### src/hdl/i2c_pkg.sv
// I2C master shared types and constants

`default_nettype none

package i2c_pkg;

    // ************************************************************
    // sizing.
    localparam int I2C_DATA_WIDTH = 8;
    localparam int FIFO_DEPTH     = 8;
    localparam int FIFO_AW        = 3;
    localparam int PRESCALE_W     = 16;

    // ************************************************************
    // register map, word addresses.
    localparam int REG_NUM         = 6;
    localparam int REG_AW          = 3;
    localparam int CONTROL_REG_POS = 0;
    localparam int CLK_REG_POS     = 1;
    localparam int STATUS_REG_POS  = 2;
    localparam int TX_DATA_REG_POS = 3;
    localparam int RX_DATA_REG_POS = 4;
    localparam int PARAM_REG_POS   = 5;

    typedef struct packed {
        logic [REG_AW-1:0] addr;
        logic              we;
        logic [31:0]       wdata;
    } reg_req_t;

    typedef struct packed {
        logic [31:0] rdata;
    } reg_rsp_t;

    // control bits, core_en in bit 2 down to core_rst in bit 0.
    typedef struct packed {
        logic core_en;
        logic rw;
        logic core_rst;
    } control_t;

    typedef struct packed {
        logic rx_fifo_empty;
        logic rx_fifo_full;
        logic tx_fifo_empty;
        logic tx_fifo_full;
        logic busy;
        logic rx_ack;
    } status_t;

    // bit level commands.
    typedef enum logic [2:0] {NONE, START, STOP, WRITE, READ} bit_cmd_t;

endpackage

`default_nettype wire

### src/hdl/i2c_bit_ctrl.sv
// I2C bit level controller

`timescale 1ns/100ps
`default_nettype none

module i2c_bit_ctrl (
    input  wire                            ps_clk,
    input  wire                            rstn_i,
    input  wire                            flush_i,
    input  wire  [i2c_pkg::PRESCALE_W-1:0] prescale_i,
    input  wire  i2c_pkg::bit_cmd_t        cmd_i,
    input  wire                            din_i,
    output logic                           bit_ack_o,
    output logic                           dout_o,
    output logic                           busy_o,
    input  wire                            scl_pad_i,
    output logic                           scl_pad_o,
    output logic                           scl_padoen_o,
    input  wire                            sda_pad_i,
    output logic                           sda_pad_o,
    output logic                           sda_padoen_o
);
    import i2c_pkg::*;

    logic                  active;
    logic [1:0]            phase;
    logic [PRESCALE_W-1:0] cnt;
    logic                  phase_end;

    assign phase_end = active & (cnt == prescale_i);
    assign bit_ack_o = phase_end & (phase == 2'd3);

    // open drain, the pads only ever pull low.
    assign scl_pad_o = 1'b0;
    assign sda_pad_o = 1'b0;

    // ************************************************************
    // four phases of prescale+1 cycles per command.
    always_ff @(posedge ps_clk) begin
        if (!rstn_i || flush_i) begin
            active <= 1'b0;
            phase  <= 2'd0;
            cnt    <= '0;
        end else if (!active) begin
            active <= (cmd_i != NONE);
            phase  <= 2'd0;
            cnt    <= '0;
        end else if (phase_end) begin
            active <= (phase != 2'd3);
            phase  <= phase + 2'd1;
            cnt    <= '0;
        end else begin
            cnt <= cnt + 1'b1;
        end
    end

    // pad levels per phase, held between commands.
    always_ff @(posedge ps_clk) begin
        if (!rstn_i || flush_i) begin
            scl_padoen_o <= 1'b1;
            sda_padoen_o <= 1'b1;
        end else if (active) begin
            case (cmd_i)
                START: begin
                    scl_padoen_o <= (phase != 2'd3);
                    sda_padoen_o <= (phase < 2'd2);
                end
                STOP: begin
                    scl_padoen_o <= (phase != 2'd0);
                    sda_padoen_o <= (phase == 2'd3);
                end
                WRITE: begin
                    scl_padoen_o <= phase[0] ^ phase[1];
                    sda_padoen_o <= din_i;
                end
                READ: begin
                    scl_padoen_o <= phase[0] ^ phase[1];
                    sda_padoen_o <= 1'b1;
                end
                default: ;
            endcase
        end
    end

    always_ff @(posedge ps_clk) begin
        if (!rstn_i || flush_i) begin
            busy_o <= 1'b0;
        end else if (active && cmd_i == START) begin
            busy_o <= 1'b1;
        end else if (bit_ack_o && cmd_i == STOP) begin
            busy_o <= 1'b0;
        end
    end

    // sample at the end of the scl high phase.
    always_ff @(posedge ps_clk) begin
        if (phase_end && phase == 2'd2 && cmd_i == READ && scl_pad_i) begin
            dout_o <= sda_pad_i;
        end
    end

endmodule

`default_nettype wire

### src/hdl/i2c_byte_ctrl.sv
// I2C byte level controller

`timescale 1ns/100ps
`default_nettype none

module i2c_byte_ctrl (
    input  wire                                ps_clk,
    input  wire                                rstn_i,
    input  wire                                flush_i,
    input  wire  [i2c_pkg::PRESCALE_W-1:0]     prescale_i,
    input  wire                                start_i,
    input  wire                                stop_i,
    input  wire                                write_i,
    input  wire                                read_i,
    input  wire  [i2c_pkg::I2C_DATA_WIDTH-1:0] din_i,
    output logic                               cmd_ack_o,
    output logic                               ack_o,
    output logic [i2c_pkg::I2C_DATA_WIDTH-1:0] dout_o,
    output logic                               busy_o,
    input  wire                                scl_pad_i,
    output logic                               scl_pad_o,
    output logic                               scl_padoen_o,
    input  wire                                sda_pad_i,
    output logic                               sda_pad_o,
    output logic                               sda_padoen_o
);
    import i2c_pkg::*;

    localparam int CNT_W = $clog2(I2C_DATA_WIDTH);

    typedef enum logic [2:0] {ST_IDLE, ST_START, ST_DATA, ST_ACK, ST_STOP} state_t;

    state_t                    state;
    bit_cmd_t                  bit_cmd;
    logic                      bit_ack;
    logic                      bit_din;
    logic                      bit_dout;
    logic [CNT_W-1:0]          bit_cnt;
    logic [I2C_DATA_WIDTH-1:0] sr;

    // master NACKs the byte it reads.
    assign bit_din = (state == ST_ACK) ? 1'b1 : sr[I2C_DATA_WIDTH-1];
    assign dout_o  = sr;

    always_ff @(posedge ps_clk) begin
        if (!rstn_i || flush_i) begin
            state     <= ST_IDLE;
            bit_cmd   <= NONE;
            bit_cnt   <= '0;
            cmd_ack_o <= 1'b0;
            ack_o     <= 1'b0;
        end else begin
            cmd_ack_o <= 1'b0;
            case (state)
                ST_IDLE: begin
                    bit_cnt <= CNT_W'(I2C_DATA_WIDTH - 1);
                    if (!cmd_ack_o && start_i) begin
                        state   <= ST_START;
                        bit_cmd <= START;
                    end else if (!cmd_ack_o && (write_i || read_i)) begin
                        state   <= ST_DATA;
                        bit_cmd <= write_i ? WRITE : READ;
                    end else if (!cmd_ack_o && stop_i) begin
                        state   <= ST_STOP;
                        bit_cmd <= STOP;
                    end
                end
                ST_START: begin
                    if (bit_ack) begin
                        state   <= ST_DATA;
                        bit_cmd <= write_i ? WRITE : READ;
                    end
                end
                ST_DATA: begin
                    if (bit_ack) begin
                        bit_cnt <= bit_cnt - 1'b1;
                        if (bit_cnt == '0) begin
                            state   <= ST_ACK;
                            bit_cmd <= write_i ? READ : WRITE;
                        end
                    end
                end
                default: begin
                    // ack bit or stop finishes the command.
                    if (bit_ack) begin
                        state     <= ST_IDLE;
                        bit_cmd   <= NONE;
                        cmd_ack_o <= 1'b1;
                        if (state == ST_ACK && write_i) begin
                            ack_o <= bit_dout;
                        end
                    end
                end
            endcase
        end
    end

    // msb first, load from the tx head while idle.
    always_ff @(posedge ps_clk) begin
        if (state == ST_IDLE && !cmd_ack_o) begin
            sr <= din_i;
        end else if (state == ST_DATA && bit_ack) begin
            sr <= {sr[I2C_DATA_WIDTH-2:0], bit_dout};
        end
    end

    i2c_bit_ctrl i_bit_ctrl (
        .ps_clk      (ps_clk),
        .rstn_i      (rstn_i),
        .flush_i     (flush_i),
        .prescale_i  (prescale_i),
        .cmd_i       (bit_cmd),
        .din_i       (bit_din),
        .bit_ack_o   (bit_ack),
        .dout_o      (bit_dout),
        .busy_o      (busy_o),
        .scl_pad_i   (scl_pad_i),
        .scl_pad_o   (scl_pad_o),
        .scl_padoen_o(scl_padoen_o),
        .sda_pad_i   (sda_pad_i),
        .sda_pad_o   (sda_pad_o),
        .sda_padoen_o(sda_padoen_o)
    );

endmodule

`default_nettype wire

### src/hdl/i2c_fifo.sv
// synchronous byte FIFO

`timescale 1ns/100ps
`default_nettype none

module i2c_fifo (
    input  wire                                ps_clk,
    input  wire                                rstn_i,
    input  wire                                flush_i,
    input  wire                                push_i,
    input  wire                                pop_i,
    input  wire  [i2c_pkg::I2C_DATA_WIDTH-1:0] wr_data_i,
    output logic [i2c_pkg::I2C_DATA_WIDTH-1:0] rd_data_o,
    output logic                               empty_o,
    output logic                               full_o
);
    import i2c_pkg::*;

    logic [I2C_DATA_WIDTH-1:0] mem [FIFO_DEPTH];
    logic [FIFO_AW-1:0]        wr_ptr;
    logic [FIFO_AW-1:0]        rd_ptr;
    logic [FIFO_AW:0]          count;
    logic                      do_push;
    logic                      do_pop;

    assign empty_o   = (count == '0);
    assign full_o    = (count == (FIFO_AW + 1)'(FIFO_DEPTH));
    assign do_push   = push_i & ~full_o;
    assign do_pop    = pop_i & ~empty_o;
    // show-ahead head.
    assign rd_data_o = mem[rd_ptr];

    always_ff @(posedge ps_clk) begin
        if (!rstn_i || flush_i) begin
            wr_ptr <= '0;
            rd_ptr <= '0;
            count  <= '0;
        end else begin
            if (do_push) begin
                wr_ptr <= wr_ptr + 1'b1;
            end
            if (do_pop) begin
                rd_ptr <= rd_ptr + 1'b1;
            end
            count <= count + {{FIFO_AW{1'b0}}, do_push} - {{FIFO_AW{1'b0}}, do_pop};
        end
    end

    always_ff @(posedge ps_clk) begin
        if (do_push) begin
            mem[wr_ptr] <= wr_data_i;
        end
    end

endmodule

`default_nettype wire

### src/hdl/i2c_master.sv
// I2C master top level

`timescale 1ns/100ps
`default_nettype none

module i2c_master (
    input  wire                    ps_clk,
    input  wire                    rstn_i,
    input  wire i2c_pkg::reg_req_t req_i,
    input  wire                    req_valid_i,
    output logic                   req_ready_o,
    output i2c_pkg::reg_rsp_t      rsp_o,
    output logic                   rsp_valid_o,
    input  wire                    scl_pad_i,
    output logic                   scl_pad_o,
    output logic                   scl_padoen_o,
    input  wire                    sda_pad_i,
    output logic                   sda_pad_o,
    output logic                   sda_padoen_o
);
    import i2c_pkg::*;

    typedef enum logic [1:0] {ST_IDLE, ST_ADDR, ST_DATA, ST_STOP} seq_state_t;

    control_t                  control;
    status_t                   status;
    seq_state_t                state;
    logic [PRESCALE_W-1:0]     prescale;
    logic [REG_NUM-1:0]        wr_strobe;
    logic [REG_NUM-1:0]        rd_strobe;
    logic [I2C_DATA_WIDTH-1:0] reg_tx_data;
    logic [I2C_DATA_WIDTH-1:0] tx_head;
    logic [I2C_DATA_WIDTH-1:0] rx_head;
    logic [I2C_DATA_WIDTH-1:0] rx_byte;
    logic                      tx_empty;
    logic                      tx_full;
    logic                      rx_empty;
    logic                      rx_full;
    logic                      start;
    logic                      stop;
    logic                      write;
    logic                      read;
    logic                      cmd_ack;
    logic                      byte_ack;
    logic                      byte_busy;
    logic                      rx_ack_q;

    // ************************************************************
    // transfer sequencer.
    always_ff @(posedge ps_clk) begin
        if (!rstn_i || control.core_rst) begin
            state <= ST_IDLE;
            start <= 1'b0;
            stop  <= 1'b0;
            write <= 1'b0;
            read  <= 1'b0;
        end else begin
            case (state)
                ST_IDLE: begin
                    if (control.core_en) begin
                        state <= ST_ADDR;
                        start <= 1'b1;
                        write <= 1'b1;
                    end
                end
                ST_ADDR: begin
                    if (cmd_ack) begin
                        state <= ST_DATA;
                        start <= 1'b0;
                        write <= control.rw;
                        read  <= ~control.rw;
                    end
                end
                ST_DATA: begin
                    if (cmd_ack) begin
                        state <= ST_STOP;
                        stop  <= 1'b1;
                        write <= 1'b0;
                        read  <= 1'b0;
                    end
                end
                default: begin
                    if (cmd_ack) begin
                        state <= ST_IDLE;
                        stop  <= 1'b0;
                    end
                end
            endcase
        end
    end

    always_ff @(posedge ps_clk) begin
        if (!rstn_i) begin
            rx_ack_q <= 1'b0;
        end else if (cmd_ack && write) begin
            rx_ack_q <= byte_ack;
        end
    end

    always_comb begin
        status.rx_fifo_empty = rx_empty;
        status.rx_fifo_full  = rx_full;
        status.tx_fifo_empty = tx_empty;
        status.tx_fifo_full  = tx_full;
        status.busy          = byte_busy | (state != ST_IDLE);
        status.rx_ack        = rx_ack_q;
    end

    i2c_reg_file i_reg_file (
        .ps_clk       (ps_clk),
        .rstn_i       (rstn_i),
        .req_i        (req_i),
        .req_valid_i  (req_valid_i),
        .req_ready_o  (req_ready_o),
        .rsp_o        (rsp_o),
        .rsp_valid_o  (rsp_valid_o),
        .status_i     (status),
        .rx_data_i    (rx_head),
        .control_o    (control),
        .prescale_o   (prescale),
        .tx_data_o    (reg_tx_data),
        .wr_strobe_o  (wr_strobe),
        .rd_strobe_o  (rd_strobe),
        .clr_core_en_i(cmd_ack & stop)
    );

    i2c_fifo i_tx_fifo (
        .ps_clk   (ps_clk),
        .rstn_i   (rstn_i),
        .flush_i  (control.core_rst),
        .push_i   (wr_strobe[TX_DATA_REG_POS]),
        .pop_i    (cmd_ack & write),
        .wr_data_i(reg_tx_data),
        .rd_data_o(tx_head),
        .empty_o  (tx_empty),
        .full_o   (tx_full)
    );

    i2c_fifo i_rx_fifo (
        .ps_clk   (ps_clk),
        .rstn_i   (rstn_i),
        .flush_i  (control.core_rst),
        .push_i   (cmd_ack & read),
        .pop_i    (rd_strobe[RX_DATA_REG_POS]),
        .wr_data_i(rx_byte),
        .rd_data_o(rx_head),
        .empty_o  (rx_empty),
        .full_o   (rx_full)
    );

    i2c_byte_ctrl i_byte_ctrl (
        .ps_clk      (ps_clk),
        .rstn_i      (rstn_i),
        .flush_i     (control.core_rst),
        .prescale_i  (prescale),
        .start_i     (start),
        .stop_i      (stop),
        .write_i     (write),
        .read_i      (read),
        .din_i       (tx_head),
        .cmd_ack_o   (cmd_ack),
        .ack_o       (byte_ack),
        .dout_o      (rx_byte),
        .busy_o      (byte_busy),
        .scl_pad_i   (scl_pad_i),
        .scl_pad_o   (scl_pad_o),
        .scl_padoen_o(scl_padoen_o),
        .sda_pad_i   (sda_pad_i),
        .sda_pad_o   (sda_pad_o),
        .sda_padoen_o(sda_padoen_o)
    );

endmodule

`default_nettype wire

### src/hdl/i2c_reg_file.sv
// I2C register bank

`timescale 1ns/100ps
`default_nettype none

module i2c_reg_file (
    input  wire                                ps_clk,
    input  wire                                rstn_i,
    input  wire  i2c_pkg::reg_req_t            req_i,
    input  wire                                req_valid_i,
    output logic                               req_ready_o,
    output i2c_pkg::reg_rsp_t                  rsp_o,
    output logic                               rsp_valid_o,
    input  wire  i2c_pkg::status_t             status_i,
    input  wire  [i2c_pkg::I2C_DATA_WIDTH-1:0] rx_data_i,
    output i2c_pkg::control_t                  control_o,
    output logic [i2c_pkg::PRESCALE_W-1:0]     prescale_o,
    output logic [i2c_pkg::I2C_DATA_WIDTH-1:0] tx_data_o,
    output logic [i2c_pkg::REG_NUM-1:0]        wr_strobe_o,
    output logic [i2c_pkg::REG_NUM-1:0]        rd_strobe_o,
    input  wire                                clr_core_en_i
);
    import i2c_pkg::*;

    logic        accept;
    logic [31:0] rd_data;

    // one request in flight, the response cycle blocks the next.
    assign req_ready_o = ~rsp_valid_o;
    assign accept      = req_valid_i & req_ready_o;
    assign tx_data_o   = req_i.wdata[I2C_DATA_WIDTH-1:0];

    always_comb begin
        for (int i = 0; i < REG_NUM; i++) begin
            wr_strobe_o[i] = accept & req_i.we & (req_i.addr == REG_AW'(i));
            rd_strobe_o[i] = accept & ~req_i.we & (req_i.addr == REG_AW'(i));
        end
    end

    always_comb begin
        rd_data = '0;
        case (req_i.addr)
            REG_AW'(CONTROL_REG_POS): rd_data[$bits(control_t)-1:0] = control_o;
            REG_AW'(CLK_REG_POS):     rd_data[PRESCALE_W-1:0]       = prescale_o;
            REG_AW'(STATUS_REG_POS):  rd_data[$bits(status_t)-1:0]  = status_i;
            REG_AW'(RX_DATA_REG_POS): rd_data[I2C_DATA_WIDTH-1:0]   = rx_data_i;
            REG_AW'(PARAM_REG_POS): begin
                rd_data[23:0] = {8'(REG_NUM), 8'(FIFO_DEPTH), 8'(I2C_DATA_WIDTH)};
            end
            default: ;
        endcase
    end

    always_ff @(posedge ps_clk) begin
        if (!rstn_i) begin
            rsp_valid_o <= 1'b0;
            control_o   <= '0;
            prescale_o  <= '0;
        end else begin
            rsp_valid_o <= accept;
            if (wr_strobe_o[CONTROL_REG_POS]) begin
                control_o <= control_t'(req_i.wdata[$bits(control_t)-1:0]);
            end else if (clr_core_en_i) begin
                // transfer done.
                control_o.core_en <= 1'b0;
                control_o.rw      <= 1'b0;
            end
            if (wr_strobe_o[CLK_REG_POS]) begin
                prescale_o <= req_i.wdata[PRESCALE_W-1:0];
            end
        end
    end

    always_ff @(posedge ps_clk) begin
        if (accept) begin
            rsp_o.rdata <= req_i.we ? '0 : rd_data;
        end
    end

endmodule

`default_nettype wire

### config.mk
export PLATFORM = sky130hd
export DESIGN_NAME = i2c_master
export DESIGN_NICKNAME = d
export VERILOG_FILES = /design/src/hdl/i2c_pkg.sv /design/src/hdl/i2c_bit_ctrl.sv /design/src/hdl/i2c_byte_ctrl.sv /design/src/hdl/i2c_fifo.sv /design/src/hdl/i2c_master.sv /design/src/hdl/i2c_reg_file.sv
export SDC_FILE = /design/constraint.sdc
export NUM_CORES = 1
export LEC_CHECK = 0
export BUFFER_PORTS_ARGS = -buffer_cell sky130_fd_sc_hd__buf_4
export CAP_MARGIN = 20
export CORE_AREA = 2 2 109 216
export CTS_BUF_LIST = sky130_fd_sc_hd__clkbuf_16
export DETAILED_ROUTE_END_ITERATION = 10
export DIE_AREA = 0 0 111 218
export PLACE_DENSITY = 0.68
export SETUP_SLACK_MARGIN = 0.02
export SLEW_MARGIN = 0
export SYNTH_ARGS = -nofsm -noshare
export SYNTH_HDL_FRONTEND = slang
export SYNTH_HIERARCHICAL = 1
export SYNTH_SLANG_ARGS = --single-unit
### constraint.sdc
create_clock -name ps_clk -period 3.6 [get_ports ps_clk]
set_input_delay 0.54 -clock ps_clk [delete_from_list [all_inputs] [get_ports ps_clk]]
set_output_delay 0.54 -clock ps_clk [all_outputs]
set_load 0.1 [all_outputs]
; ---- After elaboration in Yosys (flattened, before gate mapping)
; Memories as Yosys holds them, arrays and structs flattened. A register that Yosys moved wholly into a read port is not among the register bits.
; Cells that the tools add are included.
[word_totals]
elab_cells = 211
memories = 2
inputBits = 41
regBits = 121
output_inout_bits = 38
mem_bits_rw = 128
[op_classes]
n_addsub = 11
n_reduce_logical = 52
n_mux = 58
eq_ne = 27
magnitude_cmp = 1
bitwise = 28
[mem_list]
columns = name, depth, word_bits, rd, rd_ports_with_merged_regs, wr, line_no
row1 = i_rx_fifo.mem, 8, 8, 1, 1, 1, i2c_fifo.sv:19  ; logic [I2C_DATA_WIDTH-1:0] mem [FIFO_DEPTH];
row2 = i_tx_fifo.mem, 8, 8, 1, 1, 1, i2c_fifo.sv:19
[ops]
columns = operator, count
row1 = 3-bit two-way mux, 21
row2 = 3-bit one-hot mux with 4 select lines, 2
row3 = 2-bit nonzero test, 10
row4 = "3-bit by 2-bit == test with 1-bit output, second input constant", 6
row5 = 3-bit one-hot mux with 3 select lines, 2
row6 = "16-bit by 1-bit adder with 16-bit output, second input constant", 1
row7 = 1-bit AND, 16
row8 = 16-bit == test, 1
row9 = 8-bit two-way mux, 2
row10 = 8-bit one-hot mux with 2 select lines, 1
row11 = 1-bit two-way mux, 15
row12 = "3-bit by 1-bit adder with 3-bit output, second input constant", 4
row13 = 1-bit logical AND, 12
row14 = 2-bit two-way mux, 6
row15 = "2-bit by 1-bit inequality test with 1-bit output, second input constant", 6
row16 = 1-bit inverter, 10
row17 = "3-bit by 1-bit == test with 1-bit output, second input constant", 3
row18 = "3-bit == test, second input constant", 3
row19 = 3-bit logical NOT, 3
row20 = 3-bit AND reduction, 3
row21 = 3-bit nonzero test, 3
row22 = 4-bit by 1-bit adder with 4-bit output, 2
row23 = "4-bit == test, second input constant", 2
row24 = 4-bit logical NOT, 2
row25 = other kinds (26), 41

; ---- Logic depth before layout (Yosys ltp)
[logic_depth]
depth_word = 7
mapped_depth = 12

; ---- Hierarchy
; The synthesis kept the hierarchy.
[modules_own_cells]
columns = mod, area_per_inst_um2, cells_each, seq_area_each_um2, instances
row1 = i2c_fifo, 3164.3, 175, 2182.1, 2
row2 = i2c_reg_file, 1960.6, 201, 910.9, 1
row3 = i2c_bit_ctrl, 1303.8, 154, 470.5, 1
row4 = i2c_byte_ctrl, 1038.5, 104, 460.4, 1
row5 = i2c_master, 452.9, 50, 140.1, 1

; ---- Worst setup path after synthesis
; OpenSTA, ideal clock, no wires.
[synth_path]
path_type = register to register
start = reg i_reg_file.rsp_valid_o
end = reg i_rx_fifo.count[2]
arrival_time_ns = 3.458
required_ns = 3.474
path_stages_with_launch = 12
period_less_slack_ns = 3.584
slack_ns = 0.016
path_cell_list = dfxtp_1 -> nor2b_1 -> nand2b_1 -> nor3_1 -> inv_1 -> nor2_1 -> xnor2_1 -> ha_1 -> inv_1 -> fa_1 -> xor2_1 -> nor2_1
[synth_via]
elab_chain_cells = 6
[synth_lines]
columns = item, line_no
row1 = from (decl), i2c_reg_file.sv:13  ; output logic rsp_valid_o,
row2 = from (signal assigned), i2c_reg_file.sv:60  ; rsp_valid_o <= accept;
row3 = 1-bit inverter, i2c_reg_file.sv:29  ; assign req_ready_o = ~rsp_valid_o;
row4 = 1-bit AND, i2c_reg_file.sv:30  ; assign accept = req_valid_i & req_ready_o;
row5 = via i_reg_file.accept, i2c_reg_file.sv:25  ; logic accept;
row6 = 1-bit AND, -
row7 = 1-bit AND, i2c_reg_file.sv:36  ; rd_strobe_o[i] = accept & ~req_i.we & (req_i.addr == REG_AW'(i));
row8 = via rd_strobe[4], i2c_master.sv:30  ; logic [REG_NUM-1:0] rd_strobe;
row9 = 1-bit AND, i2c_fifo.sv:29  ; assign do_pop = pop_i & ~empty_o;
row10 = 4-bit by 1-bit subtractor with 4-bit output, i2c_fifo.sv:45  ; count <= count + {{FIFO_AW{1'b0}}, do_push} - {{FIFO_AW{1'b0}}, do_pop};
row11 = to (signal assigned), i2c_fifo.sv:45
row12 = to (decl), i2c_fifo.sv:22  ; logic [FIFO_AW:0] count;
; The timed path passes the listed nets, and every way through them passes these cells.
; A chain may end at the register's enable or synchronous reset.

; ---- Worst setup path after layout
[layout_path]
start = reg i_byte_ctrl.i_bit_ctrl.cnt[3]
end = reg i_byte_ctrl.state[2]
[layout_via]
elab_chain_cells = 5
word_cells_on_any_way = 7
classes_between = eq/ne (3) / bitwise (2) / reduce/logical (2)
[layout_lines]
columns = item, line_no
row1 = from (decl), i2c_bit_ctrl.sv:27  ; logic [PRESCALE_W-1:0] cnt;
row2 = from (signal assigned), i2c_bit_ctrl.sv:53  ; cnt <= cnt + 1'b1;
row3 = 16-bit == test (*), i2c_bit_ctrl.sv:30  ; assign phase_end = active & (cnt == prescale_i);
row4 = 1-bit AND (*), i2c_bit_ctrl.sv:30
row5 = 1-bit AND (*), i2c_bit_ctrl.sv:31  ; assign bit_ack_o = phase_end & (phase == 2'd3);
row6 = via i_byte_ctrl.bit_ack, i2c_byte_ctrl.sv:35  ; logic bit_ack;
row7 = 2-bit by 1-bit inequality test with 1-bit output (no source line) or 2-bit nonzero test (tied branches), -
row8 = 5-bit AND reduction (no source line) (*), -
row9 = to (signal assigned), i2c_byte_ctrl.sv:47  ; state <= ST_IDLE;
row10 = to (signal assigned), i2c_byte_ctrl.sv:58  ; state <= ST_START;
row11 = to (signal assigned), i2c_byte_ctrl.sv:61  ; state <= ST_DATA;
row12 = to (decl), i2c_byte_ctrl.sv:33  ; state_t state;
; Mark *: on every way through the listed nets, which the timed path passes. The rest lies on a longest branch.

==> results.yml <==
status:
  status: "complete, no violations"
critical_path:
  worst_ep_required_time_ps: 4020
  critical_path.cell_chain: "xnor2_1, nand4_1, or4_1, nor3_1, buf_4, inv_1, o22ai_4, a31oi_1, a211oi_1"
  setup.worst_path.end_class: "flop"
  cp_slowest_stage_delay_ps: 730
  start_kind: "flop"
  critPathArrivalTime_ps: 3160
  critical_path_class: "flop to flop"
  crit_slowest_cell: "sky130_fd_sc_hd__or4_1"
  cp_max_fo: 8
synthesis:
  syn_area_per_cell_sq_um: 13.0
  synth.yosys.warnings: 6
  netlist_area_sq_mm: 0.0110
  syn_inst: 849
final_layout:
  drive_above_1_share: 0.160
  insertedDiodeCount: 0
  multi_input_comb_area_sq_mm: 0.00420
  commonest_cells_after_routing_fill_and_taps_aside: "sky130_fd_sc_hd__edfxtp_1, sky130_fd_sc_hd__dfxtp_1, sky130_fd_sc_hd__nand2_1"
  synthToLayoutAreaGrowth_pct: 10.9
  nFillCells: 1871
  seqCellArea_sq_mm: 0.00635
  layout.cells.non_filler: 1189
  layout_commonest_cell: "sky130_fd_sc_hd__edfxtp_1"
  finalNetCount: 962
routing:
  detailedRoute.firstPassIterationCount: 5
  wl_per_cell_um: 18.9
  ant_nets: 0
  drtIter0Drc: 252
  routed_wirelength_um: 22400
  drcViolationCount: 0
  vias_after_detailed_routing: 6572
  vias_per_cell: 5.53
clock_network:
  post_cts_resize_count: 0
  cts_hold_buffers: 0
  clk_latency_ps: 520
  cts.sinks: 240
  clk_pin_slew_worst_paths_ps: 70
  clk_root_buffer_cell: "sky130_fd_sc_hd__clkbuf_16"
  ctsLongestPathBuffers: 3
  cts.htree.levels: 1
  numCtsBuffers: 21
  cts_setup_buffers: 0
  cts_tree: "done"
grt:
  grt_first_pass_wirelength_um: 35000
  grt_max_degree: 47
  antenna_found_initial: 0
  globalRouteOverflowTotal: 0
  first_global_vias: 6614
  grtUsageTotal: 0.186
die:
  floorplan.die.height_um: 218
  row_count: 78
  initial_core_util: 0.490
  io_pins: 79
  die-area_sq_mm: 0.0242
  die_x_um: 111
  floorplan.core_area_sq_mm: 0.0225
timing:
  rsz0062_at_grt: "no"
  max_clock_freq_mhz: 365
  number_of_setup_violations_in_the_final_report: 0
  clock_period_minus_final_worst_setup_slack_ps: 2740
  slew-limit-headroom: 0.400
  timing_worst_slew_pin_value_ps: 897
  timing.clock.skew_ps: 23.1
  fin_setup_tns_ps: 0
  final-hold-violation-count: 0
  slew_viol_final: 0
  final_min_period_over_clock_period: 0.762
placement:
  place.port_buffers: 46
  place_inst: 1151
  place_congestion: 0.837
  place.detailed.hpwl_um: 16700
pwr:
  vdd_ir_drop_max_v: 0.000429
  cellLeakagePower_nw: 4.28
  total_power_mw: 5.78
  power-per-cell-area_mw_per_mm2: 473
flow_run:
  drv.max_cap_violation_count: 0
worst_hold_path:
  worstHoldPathType: "input pin to flop"
## final cells by class
type | count | area share
Clock buffer | 21 | 0.0429
Clock inverter | 17 | 0.0147
Inverter | 31 | 0.00951
Multi-Input combinational cell | 531 | 0.343
Sequential cell | 240 | 0.518
Tap cell | 280 | 0.0286
Timing Repair Buffer | 69 | 0.0423
## sequential cells by signal (all words and copies together), names as in the netlist, 4 cells and up, named ones only
register and count:
i_rx_fifo/count 4, i_byte_ctrl/i_bit_ctrl/cnt 16, i_byte_ctrl/dout_o 8, i_tx_fifo/mem 64
i_tx_fifo/count 4, i_rx_fifo/mem 64, i_reg_file/rsp_o 17, i_reg_file/prescale_o 16
## worst max-delay path: cells and delay by family, from the launching register on
kind | cells | cell delay (ps)
flip-flops | 1 | 450
XOR/XNOR | 1 | 180
buffers and inverters | 2 | 290
AO/OA/AOI/OAI | 3 | 560
AND/OR/NAND/NOR | 3 | 1160
## metal layers
metal	vias to the layer above	share of wire	wire, um	track usage
met5	-	0	0	0
met2	127	0.58	13000	0.375
met3	44	0.028	627	0.0186
met4	0	0.041	924	0.0917
li1	3178	-	-	-
met1	3223	0.35	7880	0.186
## where the power goes
part	internal, mW	total (mW)	switching, mW
clock network	1.35	2.31	0.959
logic	0.114	0.431	0.316
registers	2.98	3.04	0.0592
## per-stage QoR
stage          hold WS, ps   util  worst slack [ps]  cell area (sq um)
4_1_cts                191  0.543               847              12200
6_report               209  0.543               857              12200
3_3_place_gp           450  0.512               668              11500
2_1_floorplan          437      -               218              11100
5_1_grt                194  0.543               674              12200
3_5_place_dp           467  0.512               641              11500
## path summary, 6_finish.rpt
kind	start	to	slack (ps)	depth (start not counted)
worst max-delay path	i_byte_ctrl/i_bit_ctrl/cnt[3]$_SDFF_PP0_	i_byte_ctrl/state[2]$_SDFFE_PP0P_	860	9
worst min-delay path	sda_pad_i	i_byte_ctrl/i_bit_ctrl/dout_o$_DFFE_PP_	210	1
worst max register to register	i_byte_ctrl/i_bit_ctrl/cnt[3]$_SDFF_PP0_	i_byte_ctrl/state[2]$_SDFFE_PP0P_	860	9
worst min register to register	i_byte_ctrl/bit_cnt[0]$_SDFFE_PP0P_	i_byte_ctrl/bit_cnt[0]$_SDFFE_PP0P_	470	1
(Power assumes the default switching activity.)
